### src/common/layers_pkg.sv
package layers_pkg;

    // sample and weight widths
    localparam int IMG_WIDTH = 16;
    localparam int KER_WIDTH = 16;

    // one guard bit above the full product width
    localparam int NUM_WIDTH = IMG_WIDTH + KER_WIDTH + 1;

    typedef logic signed [IMG_WIDTH-1:0] img_t;
    typedef logic signed [KER_WIDTH-1:0] ker_t;
    typedef logic signed [NUM_WIDTH-1:0] num_t;

    // configuration bus
    localparam int CFG_AWIDTH = 5;
    localparam int CFG_DWIDTH = 32;

    localparam logic [CFG_AWIDTH-1:0] CFG_LAYERS = 5'd2;

    typedef struct packed {
        logic [CFG_DWIDTH-1:0] data;
        logic [CFG_AWIDTH-1:0] addr;
        logic                  valid;
    } cfg_bus_t;

    // decoded from data[16], data[15:8] and data[7:0]
    typedef struct packed {
        logic       bypass;
        logic [7:0] pool_nb;
        logic [7:0] shift;
    } layer_cfg_t;

    // accumulation side
    typedef enum logic [1:0] {
        UP_RESET,
        UP_READY,
        UP_DONE,
        UP_CLEAR
    } up_state_e;

    // sum, pool and output side
    typedef enum logic [2:0] {
        DN_RESET,
        DN_READY,
        DN_ADD,
        DN_POOL,
        DN_OPS,
        DN_CLEAR
    } dn_state_e;

    // pipeline latencies in clock cycles
    localparam int MAC_LAT = 4;
    localparam int ADD_LAT = 2;
    localparam int OPS_LAT = 3;

endpackage

### src/conv/filter_mac.sv
module filter_mac #(
    parameter int GROUP_NB = 4
) (
    input  logic                                clk,
    input  layers_pkg::img_t [GROUP_NB-1:0]     image_reg,
    input  layers_pkg::ker_t [GROUP_NB-1:0]     kernel,
    input  logic                                kernel_rdy,
    input  logic                                mac_clear,
    input  logic                                add_start,
    output layers_pkg::num_t [GROUP_NB-1:0]     held
);

    import layers_pkg::*;

    num_t [GROUP_NB-1:0] prod;
    num_t [GROUP_NB-1:0] acc;
    logic                prod_val;

    // product stage flag, one cycle behind kernel_rdy
    always_ff @(posedge clk) begin
        if (mac_clear) begin
            prod_val <= 1'b0;
        end else begin
            prod_val <= kernel_rdy;
        end
    end

    always_ff @(posedge clk) begin
        if (kernel_rdy) begin
            for (int l = 0; l < GROUP_NB; l++) begin
                prod[l] <= $signed(image_reg[l]) * $signed(kernel[l]);
            end
        end
    end

    always_ff @(posedge clk) begin
        if (mac_clear) begin
            acc <= '0;
        end else if (prod_val) begin
            for (int l = 0; l < GROUP_NB; l++) begin
                acc[l] <= acc[l] + prod[l];
            end
        end
    end

    // frees the accumulators for the next pass
    always_ff @(posedge clk) begin
        if (add_start) begin
            held <= acc;
        end
    end

endmodule

### config.mk
export PLATFORM = sky130hd
export DESIGN_NAME = filter_mac
export DESIGN_NICKNAME = d
export VERILOG_FILES = /design/src/common/layers_pkg.sv /design/src/conv/filter_mac.sv
export SDC_FILE = /design/constraint.sdc
export NUM_CORES = 2
export LEC_CHECK = 0
export BUFFER_PORTS_ARGS = -buffer_cell sky130_fd_sc_hd__buf_2
export CORE_ASPECT_RATIO = 0.7
export CORE_MARGIN = 5
export CORE_UTILIZATION = 45
export DETAILED_ROUTE_END_ITERATION = 8
export MAX_ROUTING_LAYER = met4
export PLACE_DENSITY = 0.75
export RECOVER_POWER = 25
export SLEW_MARGIN = 20
export SYNTH_ARGS = -nofsm -noshare
export SYNTH_HDL_FRONTEND = slang
export SYNTH_SLANG_ARGS = --single-unit
### constraint.sdc
create_clock -name clk -period 6.9 [get_ports clk]
set_input_delay 0.69 -clock clk [delete_from_list [all_inputs] [get_ports clk]]
set_output_delay 0.69 -clock clk [all_outputs]
set_load 0.02 [all_outputs]
==> reports/metrics.cfg <==
[outcome]
status=finished, violations left
violations=max-capacitance violations, max-slew violations

[route]
vias=40107
wl_met1_um=59300
viasPerCell=5.17
drc=0
dr.first_iter.drc_count=2521
first_pass_iters=5
wl_met2_um=64200
top_layer=met4
wl_per_cell_um=17.4
dr_wl_met3_um=8020
ant_nets=0
wl_um=135000

[clock_tree]
cts.sinks=393
cts.clk_slew.worst_paths_ns=0.06
cts_max_path_buffers=3
worstSkewPairLatency_ns=0.58
cts_tree=done
postCtsSetupBuffers=0
cts_root_buffer=clkbuf_16
cts_resized=0
hold_buffers=0
cts_buffers=41
ctsHtreeMaxLevel=2

[timing]
whs_ns=0.452
rsz0062_at_grt=false
period_minus_slack_ns=6.58
skew_ns=0.0349
clock.fmax_mhz=152
maxSlewViolCount=147
min_period_over_period=0.953
setup_viol=0
worst_pin_slew_ns=4.75
slew-limit-headroom=-2.17
hold_viol_final=0

[final_layout]
drive_gt1_frac=0.0827
final_cell_mix=inv_1 (1,192), fa_1 (1,052), nand2_1 (571)
instances_no_fill=7763
num-fill-cells=11486
syn2layout_area_growth_pct=9.32
layout_commonest_cell=inv_1
fin_nets=7705
fin_util=0.494

[synth]
yosysSeqAreaShare=0.184
syn_nets=7407
postSynthCellCount=5767
ys_ff_latch=393
synth_top_area_share=0.370
ys_async_sr_fraction=0
synth_area_um2=57000
synth_edf_count=260
netlist_top_cells_area=fa_1 (37%), edfxtp_1 (14%), ha_1 (10%)
yosysWarnings=0
yosysTopAreaCell=fa_1
synth-main-ff-cell=edfxtp_1
synth.distinct_cells=75
syn_area_per_cell_um2=9.88

[grt]
antenna_found_initial=0
grt-ovfl-total=0
grt_usage=0.214
grt_pass1_wl_um=226000
grt_pass1_vias=43099
grt_max_degree=119

[placement]
gp_congestion=0.921
hpwl_um=113000
place_inst=7687
numPortBuffers=263

[setup_path]
cp_cell_sequence=buf_2, buf_4, nand2_1, fa_1, inv_1, fa_1, fa_1, fa_1, fa_1, inv_1, fa_1, inv_1, ha_1, nand3_1, nor2_1, inv_1, a2111oi_0, buf_4, o31ai_1, or3_1, a21oi_1, a21o_1, a21oi_1, xnor2_1
worst_setup_path_end_kind=flip-flop
critPathSlowestCell=fa_1
path_common_cell=fa_1
cp.required_ns=7.20
crit_arrival_ns=6.88
path_class=in -> reg
worstPathMaxFanout=13
max_stage_delay_ns=0.63
cp-start-kind=input pin

[die]
fp-row-count=109
chipWidth_um=435
die_area_um2=134000
die_h_um=308
io-pin-count=264
start_util=0.452
core_area_um2=126000

[hold_path]
min_path_type=reg -> reg

[job]
cap_violations=2

==> flip-flops by register name, summed over array words and instances (netlist names) <==
register and count:
prod 128, held 132, acc 132, prod_val 1
==> critical path: cells and delay by family <==
kind | cells | cell delay (ns)
adder cells (fa/ha/maj) | 7 | 3.34
AND/OR/NAND/NOR | 4 | 0.71
XOR/XNOR | 1 | 0.14
buffers and inverters | 7 | 0.90
AO/OA/AOI/OAI | 5 | 1.10
==> final timing paths <==
path / start / end / slack [ns] / cells after the start
setup / recovery: image_reg[25] / prod[61] / 0.32 / 24
hold / removal: acc[65] / held[65] / 0.45 / 0
setup reg to reg: prod[66] / acc[98] / 3.05 / 14
hold reg to reg: acc[65] / held[65] / 0.45 / 0
==> synthesized netlist by cell type (17+ instances only) <==
| cell type | n |
|---|---|
| a211oi_1 | 23 |
| a21o_1 | 99 |
| a21oi_1 | 215 |
| a31oi_1 | 17 |
| and2_1 | 500 |
| and3_1 | 18 |
| clkbuf_1 | 160 |
| dfxtp_1 | 133 |
| edfxtp_1 | 260 |
| fa_1 | 1052 |
| ha_1 | 456 |
| inv_1 | 1193 |
| mux2i_1 | 75 |
| nand2_1 | 571 |
| nand2b_1 | 41 |
| nand3_1 | 30 |
| nor2_1 | 261 |
| nor2b_1 | 30 |
| nor3_1 | 43 |
| o21a_1 | 32 |
| o21ai_0 | 92 |
| o21bai_1 | 35 |
| xnor2_1 | 182 |
| xor2_1 | 72 |
==> through the flow <==
stage / area [um^2] / setup TNS, ns / worst slack [ns]
floorplan: 57000 / 0 / 0.203
global placement: 60900 / -0.0765 / -0.0765
detailed placement: 61000 / -0.433 / -0.135
CTS: 62300 / 0 / 0.434
global route: 62300 / 0 / 0.0704
finish: 62300 / 0 / 0.321
==> metal layers <==
layer  GRT usage  vias to the layer above
met5           -                        -
met4      0.0547                        0
met3      0.0262                      186
met2       0.346                     1218
met1       0.289                    20198
li1            -                    18505
==> kinds of logic (layout without fill, tap and decap cells) <==
| kind of cell | Yosys count | in the layout | share of synthesized area |
|---|---|---|---|
| other cells | 0 | 1 | 0 |
| compound gates | 638 | 638 | 0.0728 |
| flops | 393 | 393 | 0.184 |
| xor+xnor | 254 | 254 | 0.0391 |
| mux | 77 | 77 | 0.0136 |
| simple gates | 1540 | 1540 | 0.131 |
| buf+inv | 1357 | 1687 | 0.0894 |
| fa+ha+maj | 1508 | 1508 | 0.470 |
==> area by class of cell <==
cell class | count | area (um^2) | area share
antenna | 1 | 2.50 | 0.0000402
clock inverter | 20 | 238 | 0.00382
clock buffer | 55 | 1100 | 0.0176
tap | 1665 | 2080 | 0.0335
multi-input combinational | 4017 | 41400 | 0.665
sequential | 393 | 10500 | 0.168
timing repair buffer | 419 | 2500 | 0.0401
inverter | 1193 | 4480 | 0.0719
Power is not shown: default switching activity piles up to over one toggle a cycle in this logic, so the estimate is an artifact.
