`config.mk`:
```
export PLATFORM = sky130hd
export DESIGN_NAME = lane_sum
export DESIGN_NICKNAME = d
export VERILOG_FILES = /design/src/common/layers_pkg.sv /design/src/conv/lane_sum.sv
export SDC_FILE = /design/constraint.sdc
export NUM_CORES = 1
export LEC_CHECK = 0
export BUFFER_PORTS_ARGS = -buffer_cell sky130_fd_sc_hd__buf_2
export CORE_MARGIN = 1.5
export CORE_UTILIZATION = 54
export DETAILED_ROUTE_END_ITERATION = 16
export GPL_ROUTABILITY_DRIVEN = 1
export PLACE_DENSITY = 0.91
export SLEW_MARGIN = 5
export SYNTH_ARGS = -nofsm -noshare
export SYNTH_HDL_FRONTEND = slang
export SYNTH_SLANG_ARGS = --single-unit
```
`constraint.sdc`:
```
create_clock -name clk -period 9.5 [get_ports clk]
set_clock_uncertainty 0.05 [all_clocks]
set_input_delay 0.95 -clock clk [delete_from_list [all_inputs] [get_ports clk]]
set_output_delay 0.95 -clock clk [all_outputs]
set_load 0.005 [all_outputs]
```
`src/common/layers_pkg.sv`:
```
package layers_pkg;

    // sample and weight widths
    localparam int IMG_WIDTH = 16;
    localparam int KER_WIDTH = 16;

    // one guard bit above the full product width
    localparam int NUM_WIDTH = IMG_WIDTH + KER_WIDTH + 1;

    typedef logic signed [IMG_WIDTH-1:0] img_t;
    typedef logic signed [KER_WIDTH-1:0] ker_t;
    typedef logic signed [NUM_WIDTH-1:0] num_t;

    // configuration bus
    localparam int CFG_AWIDTH = 5;
    localparam int CFG_DWIDTH = 32;

    localparam logic [CFG_AWIDTH-1:0] CFG_LAYERS = 5'd2;

    typedef struct packed {
        logic [CFG_DWIDTH-1:0] data;
        logic [CFG_AWIDTH-1:0] addr;
        logic                  valid;
    } cfg_bus_t;

    // decoded from data[16], data[15:8] and data[7:0]
    typedef struct packed {
        logic       bypass;
        logic [7:0] pool_nb;
        logic [7:0] shift;
    } layer_cfg_t;

    // accumulation side
    typedef enum logic [1:0] {
        UP_RESET,
        UP_READY,
        UP_DONE,
        UP_CLEAR
    } up_state_e;

    // sum, pool and output side
    typedef enum logic [2:0] {
        DN_RESET,
        DN_READY,
        DN_ADD,
        DN_POOL,
        DN_OPS,
        DN_CLEAR
    } dn_state_e;

    // pipeline latencies in clock cycles
    localparam int MAC_LAT = 4;
    localparam int ADD_LAT = 2;
    localparam int OPS_LAT = 3;

endpackage

```
`src/conv/lane_sum.sv`:
```
module lane_sum #(
    parameter int GROUP_NB = 4
) (
    input  logic                                clk,
    input  layers_pkg::num_t [GROUP_NB-1:0]     held,
    output layers_pkg::num_t                    sum
);

    import layers_pkg::*;

    num_t total;

    // adder tree left to synthesis; wraps at NUM_WIDTH
    always_comb begin
        total = '0;
        for (int l = 0; l < GROUP_NB; l++) begin
            total = total + held[l];
        end
    end

    always_ff @(posedge clk) begin
        sum <= total;
    end

endmodule

```
==> run_results.csv, run 1 <==
group,metric,value,unit
run_status,status,"complete, no violations",
logic_synthesis,yosys_warnings,0,
cts,cts_buffers,5,
cells_and_area,largest_register_ffs,33,
worst_setup_path,worstPathCellList,"buf_2 > fa_1 > fa_1 > ha_1 > fa_1 > a21o_1 > a21o_1 > a21oi_1 > o21ai_1 > nand4_1 > nand2_1 > a211oi_1 > a21oi_1 > xor2_1",
floorplanning,die_area,0.00818,mm2
power,ir_worst_vdd,0.0909,mV
power,powerDensity,201,mW/mm2
drt,ant_nets,0,
timing,fin_crit_sh,44.7,%
logic_synthesis,avgSynthCellArea,8.57,um2
cells_and_area,top_regs,"sum: 33 flops",
floorplanning,dieHeight,90.5,um
floorplanning,die_x,90.5,um
cells_and_area,area_delta_synth_final,25.5,%
worst_setup_path,crit_path_max_fanout,4,
logic_synthesis,synth-seq-cells,33,
grt,antenna_found_initial,0,
cells_and_area,diodes,0,
worst_setup_path,path_delay_family,"adder cells",
drt,num_vias,3553,
worst_setup_path,crit_path_end_kind,"register",
logic_synthesis,synth_nets,711,
logic_synthesis,syn_area,0.00413,mm2
placement,dp.cells,745,
grt,globalRouteOverflowTotal,0,
logic_synthesis,synth_top_area_share,31.0,%
min_path,hp-start,"held[99]",
worst_setup_path,required,9.63,ns
run,maxCapViolCount,0,
logic_synthesis,synth.most_common_cell,"inv_1",
timing,fin_tns_setup,0,ns
cells_and_area,final_cells,753,
placement,dp_hpwl,7820,um
timing,max_freq,235,MHz
cts,htree_levels,2,
logic_synthesis,synth_common_cells,"183 x inv_1, 64 x fa_1, 33 x dfxtp_1, 32 x ha_1, 27 x a21oi_1",
worst_setup_path,crit_end,"sum[31]",
worst_setup_path,worstSetupStartpoint,"held[1]",
drt,drc,0,
cells_and_area,regMostFlops,"sum",
floorplanning,fp-row-count,31,
worst_setup_path,max_stage_delay,0.54,ns
cells_and_area,drive_gt1_share,27.2,%
timing,max_slew_margin,73.0,%
worst_setup_path,cp_common_cell,"fa_1",
drt,wl_per_cell,11.5,um
drt,drtIter0Drc,80,
timing,setup_viol,0,
grt,grt_pass1_wl,14900,um
timing,slew_viol_final,0,
timing,hold_viol,0,
grt,first_global_vias,3684,
worst_setup_path,worstSetupPathType,"in -> reg",
worst_setup_path,cp.depth,14,
placement,place_congestion,0.814,
cts,post_cts_buffers,0,
drt,drt_wl_total,8660,um
cells_and_area,nNetsFinal,882,
drt,viasPerCell,4.72,
cts,hold_buffers,0,
cts,clock-sinks,33,
logic_synthesis,synth_edf_count,0,
power,p_leak,0.00311,uW
logic_synthesis,synth_area_leaders,"fa_1 31%, inv_1 17%, dfxtp_1 16%",
worst_setup_path,crit_slowest_cell,"fa_1",
cts,path_clk_slew,0.07,ns
floorplanning,core_area,0.00733,mm2
placement,io_buffers,165,
timing,rsz0062_at_grt,"no",
logic_synthesis,async_flop_share,0,%
grt,grt_max_degree,11,
worst_setup_path,startpoint_type,"input port",
worst_setup_path,critical_path_buf_inv_count,1,
grt,grt.total_usage,22.2,%
logic_synthesis,synth_ff_type,"dfxtp_1",
cts,cts_root_buffer,"clkbuf_8",
cts,cts_resized,0,
cts,tritoncts,"yes",
worst_setup_path,cp.arrival,4.37,ns
timing,worst_pin_slew,0.403,ns
min_path,min_path_type,"in -> reg",
logic_synthesis,yosysTopAreaCell,"fa_1",
cts,cts_buffer_depth,2,
logic_synthesis,synth_cells,482,
drt,firstDrtPassIters,4,
floorplanning,start_util,56.4,%
timing,post-route-min-period,4.25,ns
floorplanning,ios,166,
logic_synthesis,ys_seq_area_share,16.0,%
logic_synthesis,synth_cell_types,38,
## worst min path at each step
stage,end,depth (start not counted)
floorplan,sum[0],1
global placement,sum[0],2
detailed placement,sum[0],2
CTS,sum[0],2
global route,sum[0],2
finish,sum[0],2
## final cells by class
class,count,area (um2)
multi-input cells,265,2770
fillers,573,2140
repair buffers,165,826
inverters,183,687
flip-flops and latches,33,661
well taps,99,124
clock buffers,7,86.3
clock inverters,1,30.0
## logic make-up after synthesis
logic type      Yosys count  synth area share, %
xor+xnor                 35                 7.42
simple gates             62                 7.33
buf+inv                 184                 16.9
compound gates           72                 11.7
flops                    33                 16.0
fa+ha+maj                96                 40.7
## through the flow
stage	utilization, %	power, uW	hold slack [ns]	setup slack, ns	instance area, um2
after floorplan	-	708	1.03	5.39	4130
after global placement	69.2	879	1.12	5.06	5070
after detailed placement	69.2	907	1.14	4.96	5070
after CTS	70.7	1050	0.849	5.27	5190
after global routing	70.7	1140	0.849	5.01	5190
final	70.7	1040	0.851	5.25	5190
## placed cells by master, fill, tap and decap left out, types with 13 or more instances in the layout
| cell | synthesis | final |
|---|---|---|
| xnor2_1 | 23 | 23 |
| dfxtp_1 | 33 | 33 |
| a21o_1 | 13 | 13 |
| nand2_1 | 16 | 16 |
| inv_1 | 183 | 183 |
| a21oi_1 | 27 | 27 |
| buf_2 | 0 | 165 |
| fa_1 | 64 | 64 |
| ha_1 | 32 | 32 |
## report_power, final
group	internal, uW	leakage, uW	switching (uW)
registers	217	0.000278	22.1
logic	310	0.00277	358
clock network	85.5	0.0000585	51.4
total	613	0.00311	431
## metal layers
metal	routed length [um]	global-route usage [%]
met1	3220	23.1
met2	4750	43.9
met3	461	3.87
met4	223	7.80
met5	0	0
No activity file was read; power rests on OpenSTA's default activity.
==> inputs of run 2 (changes only) <==
ABC_AREA = 1   (was default)
CORE_UTILIZATION = 48   (was 54)
PLACE_DENSITY = 0.82   (was 0.91)
clock period = 3.45 ns   (was 9.5 ns; I/O delays follow)
==> run 2 against run 1 <==
Design area is 18% higher. Clock power grew 120%. Critical path type unchanged. Sequential share of layout area shrank 1.9 points. Core utilization decreased by 11 points. Count of clock-buffer cells in the layout is the same. First-iteration DRC count grew 98%. Highest routed layer unchanged. Final cell count up 45%. Non-clock buffer count is the same.
==> run_results.csv, run 2 <==
group,metric,value,unit
drt,viasPerCell,4.32,
logic_synthesis,yosys_warnings,0,
cts,cts_root_buffer,"clkbuf_8",
cts,clock-sinks,33,
cts,path_clk_slew,0.08,ns
logic_synthesis,synth_ff_type,"dfxtp_1",
logic_synthesis,ys_seq_area_share,13.1,%
logic_synthesis,synth_edf_count,0,
placement,place_ws,0.424,ns
drt,num_vias,4725,
cts,hold_buffers,0,
cts,htree_levels,2,
min_path,hp-start,"held[99]",
timing,post-route-min-period,2.73,ns
placement,place_area,0.00602,mm2
logic_synthesis,yosysTopAreaCell,"fa_1",
placement,dp_hpwl,9570,um
worst_setup_path,cp.arrival,2.87,ns
power,swShare,48.6,%
cells_and_area,layout_commonest_cell,"inv_1",
min_path,whs_path_depth,2,
logic_synthesis,synth-seq-cells,33,
floorplanning,start_util,49.1,%
cells_and_area,area_delta_synth_final,21.5,%
timing,worst_pin_slew,0.286,ns
cells_and_area,nFillCells,1047,
logic_synthesis,syn_area,0.00502,mm2
drt,ant_nets,0,
timing,layout_setup_ws,0.720,ns
power,seqPwrFrac,20.3,%
logic_synthesis,synth_cells,786,
min_path,min_to,"sum[0]",
cts,tritoncts,"yes",
run_status,status,"complete, no violations",
drt,drt_wl_total,10500,um
timing,fin_tns_setup,0,ns
timing,slew_viol_final,0,
power,ir_worst_vdd,0.223,mV
power,p_leak,0.00418,uW
power,p_comb_share,70.0,%
cells_and_area,final_cell_mix,"294 x inv_1, 243 x nand2_1, 165 x buf_2",
drt,drc,0,
drt,firstDrtPassIters,4,
logic_synthesis,synth_area_leaders,"fa_1 25%, inv_1 22%, nand2_1 18%",
drt,drtIter0Drc,158,
placement,io_buffers,165,
grt,grt_max_degree,10,
floorplanning,die_area,0.0111,mm2
timing,fin_crit_sh,79.1,%
timing,max_slew_margin,80.9,%
logic_synthesis,avgSynthCellArea,6.39,um2
grt,grt.total_usage,20.6,%
run,maxCapViolCount,0,
logic_synthesis,synth_cell_types,19,
power,p_switching,1530,uW
floorplanning,die_x,105,um
timing,rsz0062_at_grt,"no",
floorplanning,ios,166,
min_path,min_path_type,"in -> reg",
cells_and_area,largest_register_ffs,33,
cells_and_area,final_area,0.00611,mm2
logic_synthesis,synth_common_cells,"294 x inv_1, 243 x nand2_1, 64 x fa_1, 38 x nor2_1, 33 x dfxtp_1",
logic_synthesis,synth.most_common_cell,"inv_1",
cells_and_area,drive_gt1_share,19.0,%
floorplanning,core_area,0.0102,mm2
cts,post_cts_buffers,0,
timing,max_freq,366,MHz
power,powerDensity,515,mW/mm2
grt,grt_pass1_wl,18900,um
cts,cts_buffer_depth,2,
cts,cts_buffers,5,
logic_synthesis,synth_top_area_share,25.5,%
floorplanning,fp-row-count,37,
logic_synthesis,synth_nets,1015,
worst_setup_path,crit_path_max_fanout,3,
grt,first_global_vias,4679,
placement,place_congestion,0.909,
floorplanning,dieHeight,105,um
worst_setup_path,required,3.59,ns
worst_setup_path,crit_path_end_kind,"register",
cells_and_area,diodes,0,
grt,antenna_found_initial,0,
cells_and_area,regMostFlops,"sum",
timing,setup_viol,0,
cells_and_area,top_regs,"sum: 33 flops",
power,p_clk_share,9.6,%
drt,wl_per_cell,9.59,um
power,power.total,3140,uW
timing,hold_slack,0.231,ns
timing,hold_viol,0,
logic_synthesis,async_flop_share,0,%
power,p_int,1610,uW
worst_setup_path,startpoint_type,"input port",
cells_and_area,nNetsFinal,1187,
grt,globalRouteOverflowTotal,0,
worst_setup_path,worstSetupPathType,"in -> reg",
cts,cts_resized,0,
## run 2: changes by cell type after synthesis, moves of 5 or more
cell / change
xnor2_1: -20
a21oi_1: -8
nor2b_1: -5
nand3_1: +14
a21o_1: -12
nand2_1: +227
o21ai_1: -8
nor2_1: +26
inv_1: +111
nand2_2: +6
xor2_1: +5
## run 2: cells by family (layout without fill, tap and decap cells)
| group | count (synthesis) | after routing | synth area share, % |
|---|---|---|---|
| simple gates | 321 | 321 | 25.6 |
| compound gates | 22 | 22 | 2.34 |
| xor+xnor | 20 | 20 | 3.49 |
| buf+inv | 294 | 466 | 22.0 |
| fa+ha+maj | 96 | 96 | 33.5 |
| flops | 33 | 33 | 13.1 |
## run 2: worst max path at each step
stage	startpoint	endpoint	slack, ns	depth (start not counted)
2_1_floorplan	held[1]	sum[29]	0.75	12
3_3_place_gp	held[1]	sum[29]	0.46	13
3_5_place_dp	held[1]	sum[29]	0.42	13
4_1_cts	held[1]	sum[21]	0.74	13
5_1_grt	held[1]	sum[29]	0.55	13
6_report	held[1]	sum[21]	0.72	13
## run 2: area by class of cell
| cell class | count | area [um2] | area share [%] |
|---|---|---|---|
| inverter | 294 | 1100 | 18.1 |
| sequential | 33 | 661 | 10.8 |
| tap | 136 | 170 | 2.79 |
| multi-input combinational | 459 | 3260 | 53.4 |
| clock buffer | 7 | 86.3 | 1.41 |
| timing repair buffer | 165 | 826 | 13.5 |
## run 2: critical path: stages
cell     delay, ns
buf_2         0.11
fa_1          0.55
fa_1          0.42
ha_1          0.23
fa_1          0.43
nand3_1       0.11
nand3_1       0.15
nand3_1       0.11
nand3_1       0.14
nand2_1       0.12
nand2_1       0.06
nand2_1       0.06
nand2_1       0.04
## run 2: per-layer routing
layer | global-route usage, % | wire length (um) | vias to the layer above | share of wire, %
met4 | 5.68 | 173 | 0 | 1.6
met1 | 23.4 | 4400 | 2060 | 42
met3 | 4.14 | 681 | 16 | 6.5
li1 | - | - | 2509 | -
met2 | 38.9 | 5240 | 140 | 50
met5 | 0 | 0 | - | 0
## run 2: stage by stage
stage          std cells  utilization, %
6_report            1094            59.7
5_1_grt             1094            59.7
3_5_place_dp        1087            58.8
4_1_cts             1094            59.7
2_1_floorplan        786               -
3_3_place_gp        1087            58.8
## run 2: power groups by stage
stage | logic [uW] | registers, uW | clock network [uW]
3_3_place_gp | 2180 | 644 | 0
5_1_grt | 2560 | 659 | 330
2_1_floorplan | 1510 | 679 | 0
6_report | 2200 | 639 | 303
3_5_place_dp | 2210 | 648 | 0
4_1_cts | 2230 | 640 | 310
