===== src/common/layers_pkg.sv =====
package layers_pkg;

    // sample and weight widths
    localparam int IMG_WIDTH = 16;
    localparam int KER_WIDTH = 16;

    // one guard bit above the full product width
    localparam int NUM_WIDTH = IMG_WIDTH + KER_WIDTH + 1;

    typedef logic signed [IMG_WIDTH-1:0] img_t;
    typedef logic signed [KER_WIDTH-1:0] ker_t;
    typedef logic signed [NUM_WIDTH-1:0] num_t;

    // configuration bus
    localparam int CFG_AWIDTH = 5;
    localparam int CFG_DWIDTH = 32;

    localparam logic [CFG_AWIDTH-1:0] CFG_LAYERS = 5'd2;

    typedef struct packed {
        logic [CFG_DWIDTH-1:0] data;
        logic [CFG_AWIDTH-1:0] addr;
        logic                  valid;
    } cfg_bus_t;

    // decoded from data[16], data[15:8] and data[7:0]
    typedef struct packed {
        logic       bypass;
        logic [7:0] pool_nb;
        logic [7:0] shift;
    } layer_cfg_t;

    // accumulation side
    typedef enum logic [1:0] {
        UP_RESET,
        UP_READY,
        UP_DONE,
        UP_CLEAR
    } up_state_e;

    // sum, pool and output side
    typedef enum logic [2:0] {
        DN_RESET,
        DN_READY,
        DN_ADD,
        DN_POOL,
        DN_OPS,
        DN_CLEAR
    } dn_state_e;

    // pipeline latencies in clock cycles
    localparam int MAC_LAT = 4;
    localparam int ADD_LAT = 2;
    localparam int OPS_LAT = 3;

endpackage


===== src/hdl/layer_ctrl.sv =====
module layer_ctrl #(
    parameter int GROUP_NB = 4
) (
    input  logic                                clk,
    input  logic                                rst,
    input  layers_pkg::cfg_bus_t                cfg,
    input  layers_pkg::img_t [GROUP_NB-1:0]     image_bus,
    input  logic                                image_val,
    input  logic                                image_last,
    input  logic                                result_rdy,
    output logic                                image_rdy,
    output logic                                kernel_rdy,
    output layers_pkg::img_t [GROUP_NB-1:0]     image_reg,
    output logic                                mac_clear,
    output logic                                mac_done,
    output logic                                add_start,
    output logic                                pool_first,
    output logic                                pool_load,
    output logic                                ops_start,
    output logic                                result_load,
    output layers_pkg::layer_cfg_t              layer_cfg,
    output logic                                result_val
);

    import layers_pkg::*;

    up_state_e up_state;
    up_state_e up_next;
    dn_state_e dn_state;
    dn_state_e dn_next;

    logic [2:0] mac_cnt;
    logic [2:0] add_cnt;
    logic [2:0] ops_cnt;
    logic [7:0] pool_cnt;

    logic accept;
    logic last_accept;
    logic pool_last;
    logic add_done;

    // load on start, then count down to zero; done is seen when the count is one
    function automatic logic [2:0] lat_next(input logic [2:0] cnt, input logic start,
                                            input logic [2:0] lat);
        if (start) begin
            return lat;
        end
        if (cnt != 3'd0) begin
            return cnt - 3'd1;
        end
        return cnt;
    endfunction

    assign accept      = image_val & image_rdy;
    assign last_accept = accept & image_last;

    assign image_rdy   = (up_state == UP_READY);
    assign mac_clear   = (up_state == UP_RESET);
    assign result_val  = (dn_state == DN_CLEAR);

    // handover from accumulation to the sum stage
    assign add_start   = (up_state == UP_CLEAR) && (dn_state == DN_READY);

    assign mac_done    = (mac_cnt == 3'd1);
    assign add_done    = (add_cnt == 3'd1);
    assign result_load = (ops_cnt == 3'd1);

    assign pool_load   = add_done;
    assign pool_first  = (pool_cnt == 8'd0);
    assign pool_last   = (pool_cnt >= layer_cfg.pool_nb);
    assign ops_start   = (dn_state == DN_POOL) && pool_last;

    always_ff @(posedge clk) begin
        if (rst) begin
            layer_cfg <= '0;
        end else if (cfg.valid && (cfg.addr == CFG_LAYERS)) begin
            layer_cfg <= {cfg.data[16], cfg.data[15:8], cfg.data[7:0]};
        end
    end

    // image samples line up with the kernel_rdy pulse
    always_ff @(posedge clk) begin
        image_reg <= image_bus;
    end

    always_ff @(posedge clk) begin
        if (rst) begin
            kernel_rdy <= 1'b0;
        end else begin
            kernel_rdy <= accept;
        end
    end

    always_ff @(posedge clk) begin
        if (rst) begin
            mac_cnt <= 3'd0;
            add_cnt <= 3'd0;
            ops_cnt <= 3'd0;
        end else begin
            mac_cnt <= lat_next(mac_cnt, last_accept, 3'(MAC_LAT));
            add_cnt <= lat_next(add_cnt, add_start, 3'(ADD_LAT));
            ops_cnt <= lat_next(ops_cnt, ops_start, 3'(OPS_LAT));
        end
    end

    always_ff @(posedge clk) begin
        if (rst || (dn_state == DN_RESET)) begin
            pool_cnt <= 8'd0;
        end else if (dn_state == DN_POOL) begin
            pool_cnt <= pool_last ? 8'd0 : pool_cnt + 8'd1;
        end
    end

    always_ff @(posedge clk) begin
        if (rst) begin
            up_state <= UP_RESET;
            dn_state <= DN_RESET;
        end else begin
            up_state <= up_next;
            dn_state <= dn_next;
        end
    end

    always_comb begin
        up_next = up_state;
        case (up_state)
            UP_RESET: up_next = UP_READY;
            UP_READY: if (last_accept) up_next = UP_DONE;
            UP_DONE:  if (mac_done) up_next = UP_CLEAR;
            // wait here until the sum stage is free
            UP_CLEAR: if (dn_state == DN_READY) up_next = UP_RESET;
            default:  up_next = UP_RESET;
        endcase
    end

    always_comb begin
        dn_next = dn_state;
        case (dn_state)
            DN_RESET: dn_next = DN_READY;
            DN_READY: if (up_state == UP_CLEAR) dn_next = DN_ADD;
            DN_ADD:   if (add_done) dn_next = DN_POOL;
            DN_POOL:  dn_next = pool_last ? DN_OPS : DN_READY;
            DN_OPS:   if (result_load) dn_next = DN_CLEAR;
            DN_CLEAR: if (result_rdy) dn_next = DN_RESET;
            default:  dn_next = DN_RESET;
        endcase
    end

endmodule


===== config.mk =====
export PLATFORM = sky130hd
export DESIGN_NAME = layer_ctrl
export DESIGN_NICKNAME = d
export VERILOG_FILES = /design/src/common/layers_pkg.sv /design/src/hdl/layer_ctrl.sv
export SDC_FILE = /design/constraint.sdc
export NUM_CORES = 1
export LEC_CHECK = 0
export BUFFER_PORTS_ARGS = -buffer_cell sky130_fd_sc_hd__buf_2
export CAP_MARGIN = 20
export CELL_PAD_IN_SITES_DETAIL_PLACEMENT = 1
export CELL_PAD_IN_SITES_GLOBAL_PLACEMENT = 1
export CORE_ASPECT_RATIO = 2
export CORE_MARGIN = 8
export CORE_UTILIZATION = 31
export DETAILED_ROUTE_END_ITERATION = 12
export PLACE_DENSITY_LB_ADDON = 0.12
export SETUP_SLACK_MARGIN = 0.2
export SYNTH_ARGS = -nofsm -noshare
export SYNTH_HDL_FRONTEND = slang
export SYNTH_SLANG_ARGS = --single-unit

===== constraint.sdc =====
create_clock -name clk -period 2.15 [get_ports clk]
set_input_delay 0.215 -clock clk [delete_from_list [all_inputs] [get_ports clk]]
set_output_delay 0.215 -clock clk [all_outputs]
set_load 0.02 [all_outputs]

==> results.py, run 1 <==
metrics = {
    "global_routing": {
        "grtUsageTotal_pct": 18.0,
        "grt_use_met3_pct": 8.28,
        "grt_pass1_wl_mm": 20.7,
        "gr-total-overflow": 0,
        "antenna_found_initial": 1,
        "grt-busiest-layer": "met2",
        "grt_pass1_vias": 3863,
        "met2_usage_pct": 35.2,
        "grt_start_max_net_pins": 33,
        "grtUsageMet1_pct": 14.5,
    },
    "synthesis": {
        "synth_area_per_cell_um2": 11.4,
        "synth-async-reset-ratio_pct": 0,
        "yosysUniqueCellTypes": 45,
        "synth_area_leader_cell": "dfxtp_1",
        "ys_top_cells_by_count": "dfxtp_1, nor2_1, ha_1, inv_1, mux2i_1",
        "ys.flop_type": "dfxtp_1",
        "syn_nets": 427,
        "synth_seq_cells": 104,
        "synth.area.top_cells": "dfxtp_1, ha_1, mux2i_1, nor2_1, inv_1",
        "seq_area_frac_synth_pct": 60.9,
        "synth_most_common_cell": "dfxtp_1",
        "ys_warn_count": 0,
        "syn_inst": 299,
        "synth_top_area_share_pct": 60.9,
        "synth-edff-count": 0,
        "synth_area_mm2": 0.00342,
    },
    "drt": {
        "ant_nets": 0,
        "wl_mm": 13.3,
        "drt-initial-drc-count": 91,
        "dr.pass1.iters": 4,
        "drc": 0,
        "routed-via-count": 3304,
        "routed_via_density": 4.60,
        "routedWlPerCell_um": 18.4,
    },
    "critical_path": {
        "endpoint_kind": "output pin",
        "crit_chain": "inv_2 -> ha_4 -> o21ai_2 -> a211o_1 -> or3_4 -> nand2_2 -> buf_6",
        "worstSetupPathType": "flop to output pin",
        "worst-path-buf-inv": 2,
        "critPathMaxFanout": 2,
        "r2r_cells": 8,
        "crit_required_ns": 1.93,
        "crit_arrival_ns": 1.92,
        "critPathMaxStageDelay_ns": 0.40,
        "r2r_slack_ns": 0.23,
        "slowest_stage": "or3_4",
        "regToRegEndpoint": "pool_cnt[6]",
        "cp_top_family": "simple AND/OR/NAND/NOR gates",
        "reg2reg_from": "pool_cnt[0]",
        "setup.worst_path.start_class": "flop",
    },
    "die": {
        "num_rows": 54,
        "core_area_mm2": 0.0108,
        "io_pins": 198,
        "chipHeight_um": 165,
        "start_util_pct": 31.6,
        "die_area_mm2": 0.0149,
        "die-width_um": 90.3,
    },
    "clock_network": {
        "cts_tree": "yes",
        "cts_htree_levels": 3,
        "insertion_delay_ns": 0.34,
        "cts_buffer_depth": 2,
        "clock-sinks": 104,
        "path_clk_slew_ns": 0.07,
        "cts_made_buffers": 9,
        "cts_root_buf": "clkbuf_16",
    },
    "flow_run": {
        "cap_violations": 0,
    },
    "placement": {
        "gp_congestion": 0.773,
        "post-place-cells": 623,
        "hpwl_mm": 9.12,
        "post-place-ws_ns": 0.0954,
        "place_area_mm2": 0.00456,
        "numPortBuffers": 182,
    },
    "finish": {
        "synthToLayoutAreaGrowth_pct": 69.5,
        "stdcell_area_mm2": 0.00580,
        "n_fill_cell": 1228,
        "final_cells": 719,
        "nNetsFinal": 701,
        "layout-drive-gt1-share_pct": 45.7,
        "largest_register_ffs": 64,
    },
    "timing": {
        "slew_headroom_pct": 65.0,
        "hold_viol_final": 0,
        "fin_crit_sh_pct": 99.2,
        "finClkSkew_ns": 0.00933,
        "drv_slew": 0,
        "max_freq_ghz": 0.469,
        "setup_viol_count_final": 0,
        "period_needed_ns": 2.13,
        "worst_pin_slew_ns": 0.526,
        "rsz0062_at_grt": "true",
        "fin_ws_ns": 0.0180,
    },
    "status": {
        "status": "finished, final reports clean",
    },
    "min_path": {
        "hold_start": "image_bus[43]",
        "whs_endpoint": "image_reg[43]",
        "min_path_type": "input port to flop",
        "worstHoldPathCells": 1,
    },
    "power_and_ir_drop": {
        "leakage_nw": 2.82,
        "power_density_mw_per_mm2": 867,
        "power_w": 0.00503,
        "ir_drop_uv": 663,
    },
}
[through the flow]
step | hold slack, ns | util, % | setup TNS (ns)
2_1_floorplan | 0.243 | - | 0
3_3_place_gp | 0.317 | 42.2 | 0
3_5_place_dp | 0.319 | 42.2 | 0
4_1_cts | 0.000431 | 52.9 | 0
5_1_grt | -0.0000604 | 53.6 | -0.0450
6_report | 0.0177 | 53.6 | 0
[repair_timing]
action / in CTS / in global routing
hold endpoints to repair: 62 / 1
buffers inserted: 14 / 2
gates resized for setup: 36 / 10
setup endpoints to repair: 7 / 9
hold buffers: 62 / 1
pin swaps: 5 / 8
[layout make-up]
| class | instances | area, um2 | area share, % |
|---|---|---|---|
| Tap cell | 140 | 175 | 3.02 |
| Sequential cell | 104 | 2110 | 36.4 |
| Clock inverter | 6 | 85.1 | 1.47 |
| Antenna cell | 1 | 2.50 | 0.0432 |
| Inverter | 21 | 81.3 | 1.40 |
| Multi-Input combinational cell | 165 | 1350 | 23.3 |
| Clock buffer | 10 | 239 | 4.12 |
| Timing Repair Buffer | 272 | 1750 | 30.2 |
[routing by layer]
layer / up-vias / part of all wire [%]
li1: 1573 / -
met1: 1566 / 31
met2: 140 / 56
met3: 25 / 9.8
met4: 0 / 3.4
met5: - / 0
[layout by cell type (no fill, tap or decap), types with 4 or more instances in the layout]
master,netlist,final
nor2_1,24,24
nand3_1,4,4
inv_1,21,15
a211oi_1,7,7
inv_2,0,5
dfxtp_2,0,9
xnor2_1,5,5
ha_4,0,7
nor3_1,8,8
dfxtp_1,104,91
dfxtp_4,0,4
clkbuf_16,0,9
mux2i_1,21,21
nor2b_1,4,4
dlygate4sd3_1,0,63
ha_1,21,13
nand2_1,13,11
a31oi_1,5,5
nand2b_1,5,4
buf_2,2,180
buf_4,1,28
a21oi_1,9,9
[worst register-to-register path: cells and delay by family, from the launching register on]
| kind | cells | cell delay, ns |
|---|---|---|
| and+or+nand+nor | 1 | 0.15 |
| buffers and inverters | 3 | 0.41 |
| DFF | 1 | 0.35 |
| adders and majority gates | 1 | 0.26 |
| AOI/OAI and AO/OA | 3 | 0.65 |
[worst max path at each step]
stage | from | to | slack [ns] | cells past startpoint
final | layer_cfg[11] | ops_start | 0.02 | 7
after global routing | layer_cfg[11] | ops_start | -0.04 | 7
after CTS | pool_cnt[0] | pool_first | 0.03 | 5
after detailed placement | pool_cnt[0] | pool_cnt[4] | 0.1 | 7
after global placement | pool_cnt[0] | ops_start | 0.15 | 7
after floorplan | layer_cfg[11] | ops_start | 0.23 | 6
[power by group]
part	total, W	leakage, nW	internal, W	switching, W
Sequential	0.00218	0.873	0.00208	0.000102
Combinational	0.00111	1.79	0.000520	0.000586
Clock	0.00174	0.156	0.000966	0.000771
Total	0.00503	2.82	0.00357	0.00146
[cells by family after synthesis]
group | Yosys count | share of synthesized area (%)
buffers and inverters | 30 | 3.48
and+or+nand+nor | 78 | 11.9
xor gates and xnor gates | 7 | 1.79
AOI/OAI and AO/OA | 37 | 7.76
adders and majority gates | 21 | 7.68
DFF | 104 | 60.9
muxes | 22 | 6.48
(Power assumes the default switching activity.)
==> run 2, diff against run 1 <==
==> constraint.sdc (replaced) <==
create_clock -name clk -period 2.15 [get_ports clk]
set_input_delay 0.43 -clock clk [delete_from_list [all_inputs] [get_ports clk]]
set_output_delay 0.43 -clock clk [all_outputs]
set_load 0.02 [all_outputs]
==> results.py, run 2 (synthesized netlist as in run 1, its figures left out) <==
metrics = {
    "finish": {
        "final_cell_mix": "buf_2, dfxtp_1, nor2_1, buf_4, mux2i_1",
        "layout.cells.most_common": "buf_2",
        "layout-drive-gt1-share_pct": 51.3,
        "nNetsFinal": 632,
        "largest_register_ffs": 64,
        "synthToLayoutAreaGrowth_pct": 49.4,
        "stdcell_area_mm2": 0.00511,
    },
    "die": {
        "io_pins": 198,
        "num_rows": 54,
        "start_util_pct": 31.6,
        "chipHeight_um": 165,
        "die_area_mm2": 0.0149,
        "die-width_um": 90.3,
        "core_area_mm2": 0.0108,
    },
    "timing": {
        "drv_slew": 0,
        "fin_ws_ns": -0.207,
        "slew_headroom_pct": 67.7,
        "fin_crit_sh_pct": 110,
        "worst_pin_slew_ns": 0.485,
        "hold_viol_final": 0,
        "period_needed_ns": 2.36,
        "max_freq_ghz": 0.424,
        "fin_hold_ws_ns": 0.183,
        "finClkSkew_ns": 0.00716,
        "setup_viol_count_final": 1,
        "rsz0062_at_grt": "true",
    },
    "min_path": {
        "min_path_type": "input port to flop",
    },
    "global_routing": {
        "grt_pass1_vias": 3466,
        "grtUsageTotal_pct": 15.2,
        "grt_pass1_wl_mm": 17.6,
        "antenna_found_initial": 1,
        "grt_start_max_net_pins": 33,
        "gr-total-overflow": 0,
    },
    "power_and_ir_drop": {
        "leakage_nw": 2.51,
        "power_density_mw_per_mm2": 923,
        "ir_drop_uv": 667,
    },
    "placement": {
        "post-place-ws_ns": 0.0486,
        "place_area_mm2": 0.00467,
        "hpwl_mm": 9.30,
        "numPortBuffers": 182,
        "gp_congestion": 0.833,
    },
    "critical_path": {
        "worstSetupPathType": "flop to output pin",
        "setup.worst_path.start_class": "flop",
        "critPathMaxFanout": 3,
        "endpoint_kind": "output pin",
        "crit_arrival_ns": 1.93,
        "crit_required_ns": 1.72,
    },
    "clock_network": {
        "cts_buffer_depth": 2,
        "cts_tree": "yes",
        "cts_made_buffers": 9,
        "cts_hold_buffers": 0,
        "path_clk_slew_ns": 0.07,
        "cts_root_buf": "clkbuf_16",
        "clock-sinks": 104,
        "insertion_delay_ns": 0.34,
        "cts_htree_levels": 3,
    },
    "drt": {
        "routed_via_density": 4.59,
        "wl_mm": 11.2,
        "routed-via-count": 2984,
        "drt-initial-drc-count": 78,
        "ant_nets": 0,
        "dr.pass1.iters": 4,
        "drc": 0,
        "routedWlPerCell_um": 17.3,
    },
    "status": {
        "status": "finished, violations left",
        "violations": "negative setup slack",
    },
    "flow_run": {
        "cap_violations": 0,
    },
}
==> run 2: cell count changes in the layout (fill, tap and decap cells not counted), sizes merged <==
cell	previous run	this run
buf	209	203
bufinv	1	0
clkinv	1	2
clkinvlp	1	0
dlygate4sd3	63	0
inv	24	25
==> run 2: metrics by stage <==
| stage | setup TNS [ns] | std cells | power [W] | utilization (%) |
|---|---|---|---|---|
| detailed placement | 0 | 627 | 0.00321 | 43.2 |
| global route | -0.344 | 650 | 0.00501 | 47.3 |
| finish | -0.207 | 650 | 0.00471 | 47.3 |
| floorplan | 0 | 299 | 0.00286 | - |
| global placement | 0 | 627 | 0.00316 | 43.2 |
| CTS | -0.326 | 648 | 0.00479 | 46.9 |
==> run 2: critical path, cell delays in order, from the launching register on <==
cell     delay [ns]
dfxtp_4        0.36
inv_2          0.04
ha_4           0.25
nand2_2        0.05
a211o_1        0.30
or3_4          0.40
nand2_4        0.08
buf_6          0.11
==> run 2: final timing paths <==
path | slack (ns) | endpoint | startpoint | cells after the start
setup / recovery | -0.21 | ops_start | layer_cfg[12] | 7
hold reg to reg | 0.50 | layer_cfg[5] | layer_cfg[5] | 2
hold / removal | 0.18 | image_reg[2] | image_bus[2] | 1
setup reg to reg | 0.35 | pool_cnt[6] | pool_cnt[0] | 7
==> run 2: layer usage <==
metal  GRT usage (%)  part of all wire, %
met5               0                    0
met4            6.94                  2.4
met3            7.60                   11
met2            29.6                   57
met1            12.2                   30
==> run 2: power breakdown <==
group	internal (W)	switching (W)
Combinational	0.000423	0.000548
Clock	0.000815	0.000752
Sequential	0.00208	0.0000952
==> run 2: repair_timing <==
action	CTS	global route
pin swaps	8	5
buffers inserted	5	1
resized for setup	17	9
setup endpoints to repair	3	8
==> run 2: final cells by class <==
type	count	area, um2
diodes	1	2.50
clock buffers	10	229
clock inverters	6	60.1
fillers	1287	5700
inverters	21	81.3
multi-input cells	165	1370
flip-flops and latches	104	2110
well taps	140	175
repair buffers	203	1080
