## src/common/layers_pkg.sv

```systemverilog
package layers_pkg;

    // sample and weight widths
    localparam int IMG_WIDTH = 16;
    localparam int KER_WIDTH = 16;

    // one guard bit above the full product width
    localparam int NUM_WIDTH = IMG_WIDTH + KER_WIDTH + 1;

    typedef logic signed [IMG_WIDTH-1:0] img_t;
    typedef logic signed [KER_WIDTH-1:0] ker_t;
    typedef logic signed [NUM_WIDTH-1:0] num_t;

    // configuration bus
    localparam int CFG_AWIDTH = 5;
    localparam int CFG_DWIDTH = 32;

    localparam logic [CFG_AWIDTH-1:0] CFG_LAYERS = 5'd2;

    typedef struct packed {
        logic [CFG_DWIDTH-1:0] data;
        logic [CFG_AWIDTH-1:0] addr;
        logic                  valid;
    } cfg_bus_t;

    // decoded from data[16], data[15:8] and data[7:0]
    typedef struct packed {
        logic       bypass;
        logic [7:0] pool_nb;
        logic [7:0] shift;
    } layer_cfg_t;

    // accumulation side
    typedef enum logic [1:0] {
        UP_RESET,
        UP_READY,
        UP_DONE,
        UP_CLEAR
    } up_state_e;

    // sum, pool and output side
    typedef enum logic [2:0] {
        DN_RESET,
        DN_READY,
        DN_ADD,
        DN_POOL,
        DN_OPS,
        DN_CLEAR
    } dn_state_e;

    // pipeline latencies in clock cycles
    localparam int MAC_LAT = 4;
    localparam int ADD_LAT = 2;
    localparam int OPS_LAT = 3;

endpackage

```

## src/post/filter_post.sv

```systemverilog
module filter_post (
    input  logic                    clk,
    input  layers_pkg::num_t        sum,
    input  layers_pkg::num_t        bias,
    input  layers_pkg::layer_cfg_t  layer_cfg,
    input  logic                    pool_first,
    input  logic                    pool_load,
    input  logic                    ops_start,
    input  logic                    result_load,
    output layers_pkg::img_t        result
);

    import layers_pkg::*;

    // signed limits of an image sample
    localparam num_t SAT_MAX = num_t'((2 ** (IMG_WIDTH - 1)) - 1);
    localparam num_t SAT_MIN = -num_t'(2 ** (IMG_WIDTH - 1));

    num_t pool_q;
    num_t bias_q;
    num_t relu_q;
    num_t shifted;
    img_t sat_q;

    // max pooling over successive passes
    always_ff @(posedge clk) begin
        if (pool_load) begin
            if (pool_first || (sum > pool_q)) begin
                pool_q <= sum;
            end
        end
    end

    always_ff @(posedge clk) begin
        if (ops_start) begin
            bias_q <= pool_q + bias;
        end
    end

    // relu, skipped when bypass is set
    always_ff @(posedge clk) begin
        if (!layer_cfg.bypass && bias_q[NUM_WIDTH-1]) begin
            relu_q <= '0;
        end else begin
            relu_q <= bias_q;
        end
    end

    assign shifted = relu_q >>> layer_cfg.shift;

    always_ff @(posedge clk) begin
        if (shifted > SAT_MAX) begin
            sat_q <= img_t'(SAT_MAX);
        end else if (shifted < SAT_MIN) begin
            sat_q <= img_t'(SAT_MIN);
        end else begin
            sat_q <= img_t'(shifted);
        end
    end

    // held steady while the result waits downstream
    always_ff @(posedge clk) begin
        if (result_load) begin
            result <= sat_q;
        end
    end

endmodule

```

## config.mk

```make
export PLATFORM = sky130hd
export DESIGN_NAME = filter_post
export DESIGN_NICKNAME = d
export VERILOG_FILES = /design/src/common/layers_pkg.sv /design/src/post/filter_post.sv
export SDC_FILE = /design/constraint.sdc
export NUM_CORES = 1
export LEC_CHECK = 0
export BUFFER_PORTS_ARGS = -buffer_cell sky130_fd_sc_hd__buf_2
export CORE_MARGIN = 2
export CORE_UTILIZATION = 35
export CTS_CLUSTER_DIAMETER = 50
export DETAILED_ROUTE_END_ITERATION = 6
export SLEW_MARGIN = 40
export SYNTH_ARGS = -nofsm -noshare
export SYNTH_HDL_FRONTEND = slang
export SYNTH_SLANG_ARGS = --single-unit
```

## constraint.sdc

```tcl
create_clock -name clk -period 6.5 [get_ports clk]
set_clock_uncertainty 0.05 [all_clocks]
set_input_delay 0.975 -clock clk [delete_from_list [all_inputs] [get_ports clk]]
set_output_delay 0.975 -clock clk [all_outputs]
set_load 0.01 [all_outputs]
```

==> results of run 1 <==
## per-layer routing
layer  global-route usage [%]  vias up
met5                        0        -
met4                     4.79        0
met3                     3.22       29
met2                     24.8      210
met1                     20.3     3158
li1                         -     3463
## worst paths after layout
path	from	to	slack (ns)
worst max register to register	relu_q[32]	sat_q[11]	3.30
worst max-delay path	layer_cfg[0]	sat_q[6]	2.55
worst min register to register	sat_q[14]	result[14]	0.35
worst min-delay path	sat_q[14]	result[14]	0.35
## power by group through the flow
stage / clock network (µW) / logic [µW] / registers, µW
after global placement: 0 / 627 / 1100
after CTS: 965 / 639 / 1080
after floorplan: 0 / 473 / 1090
after global routing: 998 / 715 / 1090
final: 941 / 641 / 1080
after detailed placement: 0 / 634 / 1100
## worst max-delay path, cell delays in order
cell and delay, ns:
buf_2 0.20, buf_4 0.54, mux4_2 0.57, nor3_1 0.16
nor3_1 0.15, nor4_1 0.32, a32oi_1 0.17, o31ai_2 0.64
a21boi_2 0.35, a21oi_1 0.11
## cells in the mapped netlist, types with 18 or more instances
cell type / number / area [µm²]
nor2_1: 56 / 210
mux4_2: 18 / 405
nor3_1: 18 / 90.1
dfxtp_1: 49 / 981
clkbuf_1: 24 / 90.1
inv_1: 49 / 184
edfxtp_1: 82 / 2460
and2_1: 36 / 225
a21oi_1: 75 / 375
o21ai_0: 48 / 240
nand2_1: 52 / 195
ha_1: 65 / 813
xnor2_1: 21 / 184
## layout make-up
class / count / area [µm²] / share of cell area [%]
Tap cell: 324 / 405 / 4.05
Multi-Input combinational cell: 653 / 4850 / 48.5
Inverter: 51 / 191 / 1.91
Timing Repair Buffer: 100 / 527 / 5.27
Clock inverter: 14 / 131 / 1.31
Clock buffer: 18 / 450 / 4.50
Sequential cell: 131 / 3440 / 34.4
## cells by family after synthesis
kind of cell               count (synthesis)  share of synthesized area (%)
xor gates and xnor gates                  28                           2.82
adders and majority gates                 66                           9.57
and+or+nand+nor                          249                           15.1
buffers and inverters                     96                           4.97
AOI/OAI and AO/OA                        255                           18.6
DFF                                      131                           39.6
muxes                                     55                           9.40
## layout by cell type, fill, tap and decap left out, types with 7 or more instances in the layout
cell,count
nand4_1,12
edfxtp_1,82
mux2_2,13
nor2_1,55
a21oi_1,75
a31oi_1,8
clkbuf_16,18
o21a_1,10
dfxtp_1,49
o31ai_1,13
nor2b_1,11
nand3_1,15
inv_1,49
o22ai_1,14
and2_1,36
a21o_1,13
o21ai_1,8
a211oi_1,8
ha_1,65
mux2i_1,15
nor4_1,8
xnor2_1,21
buf_2,94
mux4_2,18
o21ai_0,48
xor2_1,7
o211ai_1,14
nand2b_1,12
nor3_1,18
nand2_1,52
## registers in the layout, indices dropped and copies added, names as in the netlist
| name | flops |
|---|---|
| relu_q | 33 |
| result | 16 |
| sat_q | 16 |
| bias_q | 33 |
| pool_q | 33 |
## metrics by stage
| step | util (%) | hold slack [ns] | std cells | worst slack [ns] | power [µW] |
|---|---|---|---|---|---|
| 6_report | 41.0 | 0.346 | 1291 | 2.55 | 2660 |
| 5_1_grt | 41.0 | 0.360 | 1291 | 2.29 | 2810 |
| 4_1_cts | 41.0 | 0.347 | 1291 | 2.54 | 2690 |
| 3_5_place_dp | 38.6 | 0.339 | 1259 | 2.12 | 1730 |
| 3_3_place_gp | 38.5 | 0.337 | 1257 | 1.84 | 1720 |
| 2_1_floorplan | - | 0.336 | 880 | 2.30 | 1560 |
==> flow_summary_export.csv, run 1 <==
group,metric,value,unit
routing,drt_first_iter_violations,482,
global_routing,grt_max_degree,53,
power,power.leakage,0.00404,µW
synth,ys_ff_latch,131,
placed_design,dp_hpwl,14900,µm
power,p_sw_share,30.9,%
min_path,hold_path.class,"flop to flop",
routing,met2_length,9050,µm
synth,synth-main-ff-cell,"edfxtp_1",
power,power_switching,822,µW
routing,routed.top_layer,"met4",
power,p_clk_share,35.3,%
run,cap_viol_max_count,0,
power,internal_power,1840,µW
cts,cts_buffers,17,
power,comb_power_share,24.1,%
cells_and_area,final_area,10000,µm²
cells_and_area,fill_cells,2434,
status,outcome,"finished clean",
worst_setup_path,arrival,4.19,ns
worst_setup_path,reg2regPathDepth,9,
timing,finalCriticalPeriod,3.95,ns
worst_setup_path,cp_max_fo,44,
cts,clockRootBuffer,"clkbuf_16",
routing,wl_met1,9190,µm
worst_setup_path,start_kind,"input pin",
cells_and_area,nets,1108,
timing,setup_viol_count_final,0,
die,fp.dieArea,26100,µm²
synth,avgSynthCellArea,9.89,µm²
worst_setup_path,crit_required,6.74,ns
synth,ys_seq_area_share,39.6,%
timing,min_period_over_period,60.8,%
synth,ys_types,74,
routing,ant_nets,0,
placed_design,placed_area,9420,µm²
worst_setup_path,setup.worst_path.end_class,"flop",
cts,clkSlewWorstSetupHoldPaths,0.06,ns
routing,drtPass1Iterations,5,
global_routing,grtUsageTotal,15.2,%
timing,tightest_slew,0.824,ns
cts,htreeDepth,4,
cts,cts_tree,"done",
power,p_seq_share,40.6,%
die,die_w,162,µm
routing,drcViolationCount,0,
worst_setup_path,path_class,"input pin to flop",
synth,syn-num-nets,1034,
die,placementRows,57,
global_routing,overflow,0,
die,initial_utilization,35.7,%
synth,syn_inst,880,
power,peakVddDrop,0.169,mV
cts,cts_resized,0,
timing,slew_headroom,45.1,%
cts,hold_buffers,0,
placed_design,gp_congestion,0.882,
power,power_density,266,nW/µm²
synth,synth_edf_count,82,
die,die_h,162,µm
routing,vias,6860,
cts,cts.sinks,131,
timing,max_freq,253,MHz
cts,post_cts_buffers,0,
routing,routed_wirelength,19600,µm
placed_design,port_buffers,95,
cts,insertion_delay,0.43,ns
cells_and_area,syn_to_final_growth,14.9,%
die,core,24400,µm²
cts,clock_path_buffers,2,
timing,drv_slew,0,
routing,routed_via_density,5.31,
synth,syn_area,8700,µm²
synth,synthArstFlopShare,0,%
cells_and_area,drive_gt1_share,19.3,%
timing,hold_viol_final,0,
timing,rsz0062_at_grt,"false",
min_path,min_path_cells,0,
routing,routedWlPerCell,15.2,µm
global_routing,antenna_found_initial,0,
global_routing,grt_pass1_vias,6634,
routing,wl_met3,1030,µm
die,io_pins,104,
timing,fin_tns_setup,0,ns
synth,ys_warn_count,0,
global_routing,grt_pass1_wl,32500,µm
cells_and_area,diodes,0,
Power figures use the tool's default switching activity.
==> inputs of run 2 (changes only) <==
Clock period 6.5 ns to 3.85 ns, I/O delays scaled along.
==> flow_summary_export.csv, run 2 (synthesis results as in run 1) <==
group,metric,value,unit
timing,min_period_over_period,81.6,%
worst_setup_path,setup.worst_path.end_class,"flop",
cells_and_area,final_common_cell,"buf_2",
cells_and_area,fill_cells,2419,
worst_setup_path,reg2reg_from,"pool_q[0]",
cts,htreeDepth,4,
placed_design,port_buffers,95,
timing,slew_headroom,48.0,%
cts,cts_buffers,17,
cells_and_area,final-seq-area,3440,µm²
worst_setup_path,setup.worst_path.start,"layer_cfg[0]",
power,peakVddDrop,0.283,mV
cts,cts_tree,"done",
routing,drcViolationCount,0,
cts,post_cts_buffers,0,
cells_and_area,syn_to_final_growth,15.9,%
die,fp.dieArea,26100,µm²
timing,fin_tns_setup,0,ns
cells_and_area,nets,1117,
timing,rsz0062_at_grt,"false",
cts,clockRootBuffer,"clkbuf_16",
status,outcome,"finished clean",
timing,hold_viol_final,0,
die,core,24400,µm²
run,cap_viol_max_count,0,
cts,insertion_delay,0.43,ns
placed_design,gp_congestion,0.870,
cells_and_area,multi_input_area,4850,µm²
routing,vias,6879,
worst_setup_path,arrival,3.42,ns
cells_and_area,drive_gt1_share,19.9,%
routing,routed_via_density,5.29,
routing,routedWlPerCell,15.2,µm
cts,hold_buffers,0,
timing,finalCriticalPeriod,3.14,ns
worst_setup_path,start_kind,"input pin",
global_routing,overflow,0,
worst_setup_path,cp_max_fo,33,
die,initial_utilization,35.7,%
cts,clock_path_buffers,2,
power,p_clk_share,36.4,%
global_routing,grt_pass1_vias,6743,
timing,setup_viol_count_final,0,
routing,routed_wirelength,19700,µm
power,power_density,454,nW/µm²
routing,drtPass1Iterations,5,
min_path,hold_path.class,"input pin to flop",
timing,drv_slew,0,
power,internal_power,3220,µW
global_routing,grt_pass1_wl,32800,µm
worst_setup_path,path_class,"input pin to flop",
placed_design,dp_hpwl,15100,µm
cells_and_area,diodes,0,
power,finalPower,4580,µW
power,p_sw_share,29.8,%
worst_setup_path,crit_required,4.13,ns
routing,drt_first_iter_violations,457,
power,comb_power_share,23.7,%
timing,max_freq,318,MHz
global_routing,grtUsageTotal,15.5,%
cts,clkSlewWorstSetupHoldPaths,0.07,ns
routing,ant_nets,0,
power,power.leakage,0.00409,µW
cells_and_area,final_cell_mix,"95 x buf_2, 82 x edfxtp_1, 75 x a21oi_1, 65 x ha_1, 56 x nor2_1",
die,placementRows,57,
power,p_seq_share,39.9,%
die,die_w,162,µm
die,die_h,162,µm
global_routing,grt_max_degree,34,
timing,tightest_slew,0.760,ns
cells_and_area,top_regs,"bias_q x33, pool_q x33, relu_q x33",
die,io_pins,104,
global_routing,antenna_found_initial,0,
power,power_switching,1370,µW
min_path,hold_start,"sum[0]",
cts,cts.sinks,131,
cts,cts_resized,0,
run 2: cell count changes in the layout (fill, tap and decap cells not counted), moves of 2 or more:
| cell | delta |
|---|---|
| buf_4 | +9 |
| clkinv_4 | +2 |
| inv_6 | -3 |
| bufinv_16 | +2 |
run 2: layout make-up:
class	count	share of cell area, %
multi-input cells	653	48.0
inverters	51	1.90
repair buffers	109	5.88
well taps	324	4.02
flip-flops and latches	131	34.1
clock buffers	18	4.35
clock inverters	14	1.66
run 2: metrics by stage:
stage	util (%)	instances	hold slack (ns)	worst slack, ns	instance area (µm²)
final	41.4	1300	0.289	0.709	10100
after global routing	41.4	1300	0.274	0.274	10100
after CTS	41.3	1300	0.270	0.701	10100
after detailed placement	38.9	1268	0.342	0.256	9480
after global placement	38.9	1268	0.338	0.343	9480
after floorplan	-	880	0.336	0.0473	8700
run 2: final timing paths:
kind,end,slack (ns),cells past startpoint
hold reg to reg,result[15],0.35,0
setup reg to reg,bias_q[30],0.80,11
hold / removal,pool_q[0],0.29,1
setup / recovery,sat_q[1],0.71,10
run 2: worst max-delay path, cell delays in order:
cell     delay [ns]
buf_2          0.40
buf_4          0.48
mux2_4         0.24
o22ai_1        0.10
nor4_2         0.42
o21ai_1        0.15
nor4_2         0.23
nand3_1        0.14
a31o_1         0.38
o31ai_1        0.29
run 2: power by group through the flow:
stage	clock network (µW)	registers, µW	logic [µW]
finish	1670	1830	1090
CTS	1700	1830	1080
floorplan	0	1840	798
detailed placement	0	1860	1070
global placement	0	1850	1070
global route	1770	1860	1220
run 2: layer usage:
| metal | vias up | track usage [%] | part of all wire (%) |
|---|---|---|---|
| met5 | - | 0 | 0 |
| met2 | 195 | 25.0 | 46 |
| met4 | 0 | 5.95 | 2.7 |
| li1 | 3466 | - | - |
| met1 | 3174 | 20.3 | 47 |
| met3 | 44 | 3.58 | 4.7 |
==> inputs of run 3 (changes only) <==
Settings changed: ABC_AREA set to 1.
Clock period 3.85 ns to 3.1 ns, I/O delays scaled along.
==> flow_summary_export.csv, run 3 <==
group,metric,value,unit
die,placementRows,57,
synth,yosys.area.top_type,"edfxtp_1",
die,io_pins,104,
status,outcome,"finished clean",
die,core,24100,µm²
cells_and_area,top_regs,"bias_q x33, pool_q x33, relu_q x33",
cells_and_area,nets,1344,
synth,synth_edf_count,82,
power,peakVddDrop,0.368,mV
synth,syn_area,8520,µm²
routing,drtPass1Iterations,5,
cts,cts_tree,"done",
global_routing,grtUsageTotal,15.8,%
timing,max_freq,367,MHz
synth,avgSynthCellArea,7.79,µm²
placed_design,placed_area,9360,µm²
cts,cts.sinks,131,
routing,routedWlPerCell,12.7,µm
worst_setup_path,cp_top_family,"compound AO/OA/AOI/OAI gates",
timing,slew_headroom,55.3,%
global_routing,grt_pass1_vias,6983,
routing,vias,7298,
cells_and_area,final_area,9920,µm²
cells_and_area,diodes,0,
cts,htreeDepth,4,
synth,yosysMostFrequentCell,"nand2_1",
synth,ys_types,46,
synth,syn_inst,1094,
run,cap_viol_max_count,0,
cells_and_area,final_common_cell,"nand2_1",
routing,routed_wirelength,19400,µm
die,fp.dieArea,25600,µm²
worst_setup_path,crit_top_cell,"a21oi_1",
worst_setup_path,arrival,2.85,ns
cts,insertion_delay,0.43,ns
synth,synth_top_area_share,28.9,%
placed_design,pre_cts_slack,0.240,ns
global_routing,overflow,0,
cts,clockRootBuffer,"clkbuf_16",
placed_design,gp_congestion,0.930,
cts,cts_resized,0,
cts,clkSlewWorstSetupHoldPaths,0.07,ns
worst_setup_path,slowest_delay,0.43,ns
power,power_density,547,nW/µm²
placed_design,dp_hpwl,15400,µm
synth,synthArstFlopShare,0,%
cts,post_cts_buffers,0,
synth,ys_warn_count,0,
placed_design,port_buffers,95,
timing,min_period_over_period,88.0,%
worst_setup_path,cp_max_fo,4,
synth,ys_ff_latch,131,
cells_and_area,final_core_util,41.2,%
worst_setup_path,crit_path_top_delay_cell,"edfxtp_1",
synth,synth-main-ff-cell,"edfxtp_1",
worst_setup_path,path_buf_inv,3,
die,initial_utilization,35.3,%
worst_setup_path,start_kind,"flop",
worst_setup_path,path_class,"flop to flop",
min_path,hold_path.class,"input pin to flop",
timing,fin_tns_setup,0,ns
synth,ys_seq_area_share,40.4,%
routing,routed_via_density,4.78,
cts,clock_path_buffers,2,
die,die_h,160,µm
cells_and_area,syn_to_final_growth,16.5,%
cells_and_area,drive_gt1_share,14.6,%
timing,finalCriticalPeriod,2.73,ns
power,power.leakage,0.00468,µW
routing,drt_first_iter_violations,462,
worst_setup_path,crit_required,3.23,ns
global_routing,antenna_found_initial,0,
timing,hold_viol_final,0,
synth,synthTopCellsByArea,"edfxtp_1 29%, dfxtp_1 12%, nand2_1 11%, ha_1 9.5%, nand3_1 8.8%",
timing,tightest_slew,0.670,ns
worst_setup_path,setup.worst_path.end_class,"flop",
worst_setup_path,worstPathCellList,"ha_1, inv_1, fa_1, o21ai_0, a21oi_1, o21ai_0, a21oi_1, inv_1, a21oi_1, inv_1, a21oi_1, xnor2_1",
timing,rsz0062_at_grt,"false",
routing,ant_nets,0,
timing,setup_viol_count_final,0,
global_routing,grt_pass1_wl,32900,µm
synth,ys_top_cells_by_count,"245 x nand2_1, 150 x nand3_1, 122 x inv_1, 83 x a21oi_1, 82 x edfxtp_1",
timing,worst_slack,0.373,ns
timing,drv_slew,0,
cts,hold_buffers,0,
cells_and_area,final_cell_mix,"245 x nand2_1, 150 x nand3_1, 122 x inv_1, 95 x buf_2, 83 x a21oi_1",
synth,syn-num-nets,1248,
die,die_w,160,µm
cts,cts_buffers,17,
global_routing,grt_max_degree,36,
cells_and_area,fill_cells,2532,
routing,drcViolationCount,0,
-- run 3: cell types whose count changed after synthesis, sizes merged, moves of 14 or more --
cell	change
nand3	+141
o31ai	-14
nor2	+26
mux2	-22
mux4	-18
and2	-36
nand2	+202
inv	+75
-- run 3: metrics by stage --
stage	total power, µW	instances	hold WS, ns
finish	5430	1527	0.168
global route	5760	1527	0.168
CTS	5470	1527	0.157
detailed placement	3530	1495	0.339
global placement	3520	1495	0.336
floorplan	3180	1094	0.336
-- run 3: cell type report --
class	count	area, µm²	area share (%)
multi-input cells	795	4370	44.1
flip-flops and latches	131	3440	34.7
repair buffers	118	661	6.66
inverters	127	477	4.80
clock buffers	19	454	4.58
well taps	324	405	4.08
clock inverters	13	111	1.12
-- run 3: logic make-up (layout without fill, tap and decap cells) --
group           after synthesis  count (layout)  synth area share (%)
simple gates                516             516                  26.5
compound gates              178             178                  11.4
buf+inv                     168             277                  8.30
flops                       131             131                  40.4
fa+ha+maj                    66              66                  9.78
xor+xnor                     31              31                  3.19
mux                           4               4                 0.470
-- run 3: final timing paths --
kind	startpoint	end	slack, ns	depth (start not counted)
worst max register to register	pool_q[0]	bias_q[20]	0.37	12
worst min-delay path	sum[0]	pool_q[0]	0.17	1
worst max-delay path	pool_q[0]	bias_q[20]	0.37	12
worst min register to register	sat_q[12]	result[12]	0.35	0
-- run 3: metal layers --
metal	wire, µm	vias to the layer above	track usage (%)
li1	-	3886	-
met1	9080	3189	20.2
met2	8840	184	25.7
met3	762	39	2.60
met4	754	0	8.44
met5	0	-	0
-- run 3: report_power, final --
group | total, µW | internal (µW) | switching [µW]
registers | 2230 | 2160 | 69.1
clock network | 1920 | 1100 | 828
logic | 1280 | 478 | 798
total | 5430 | 3730 | 1700
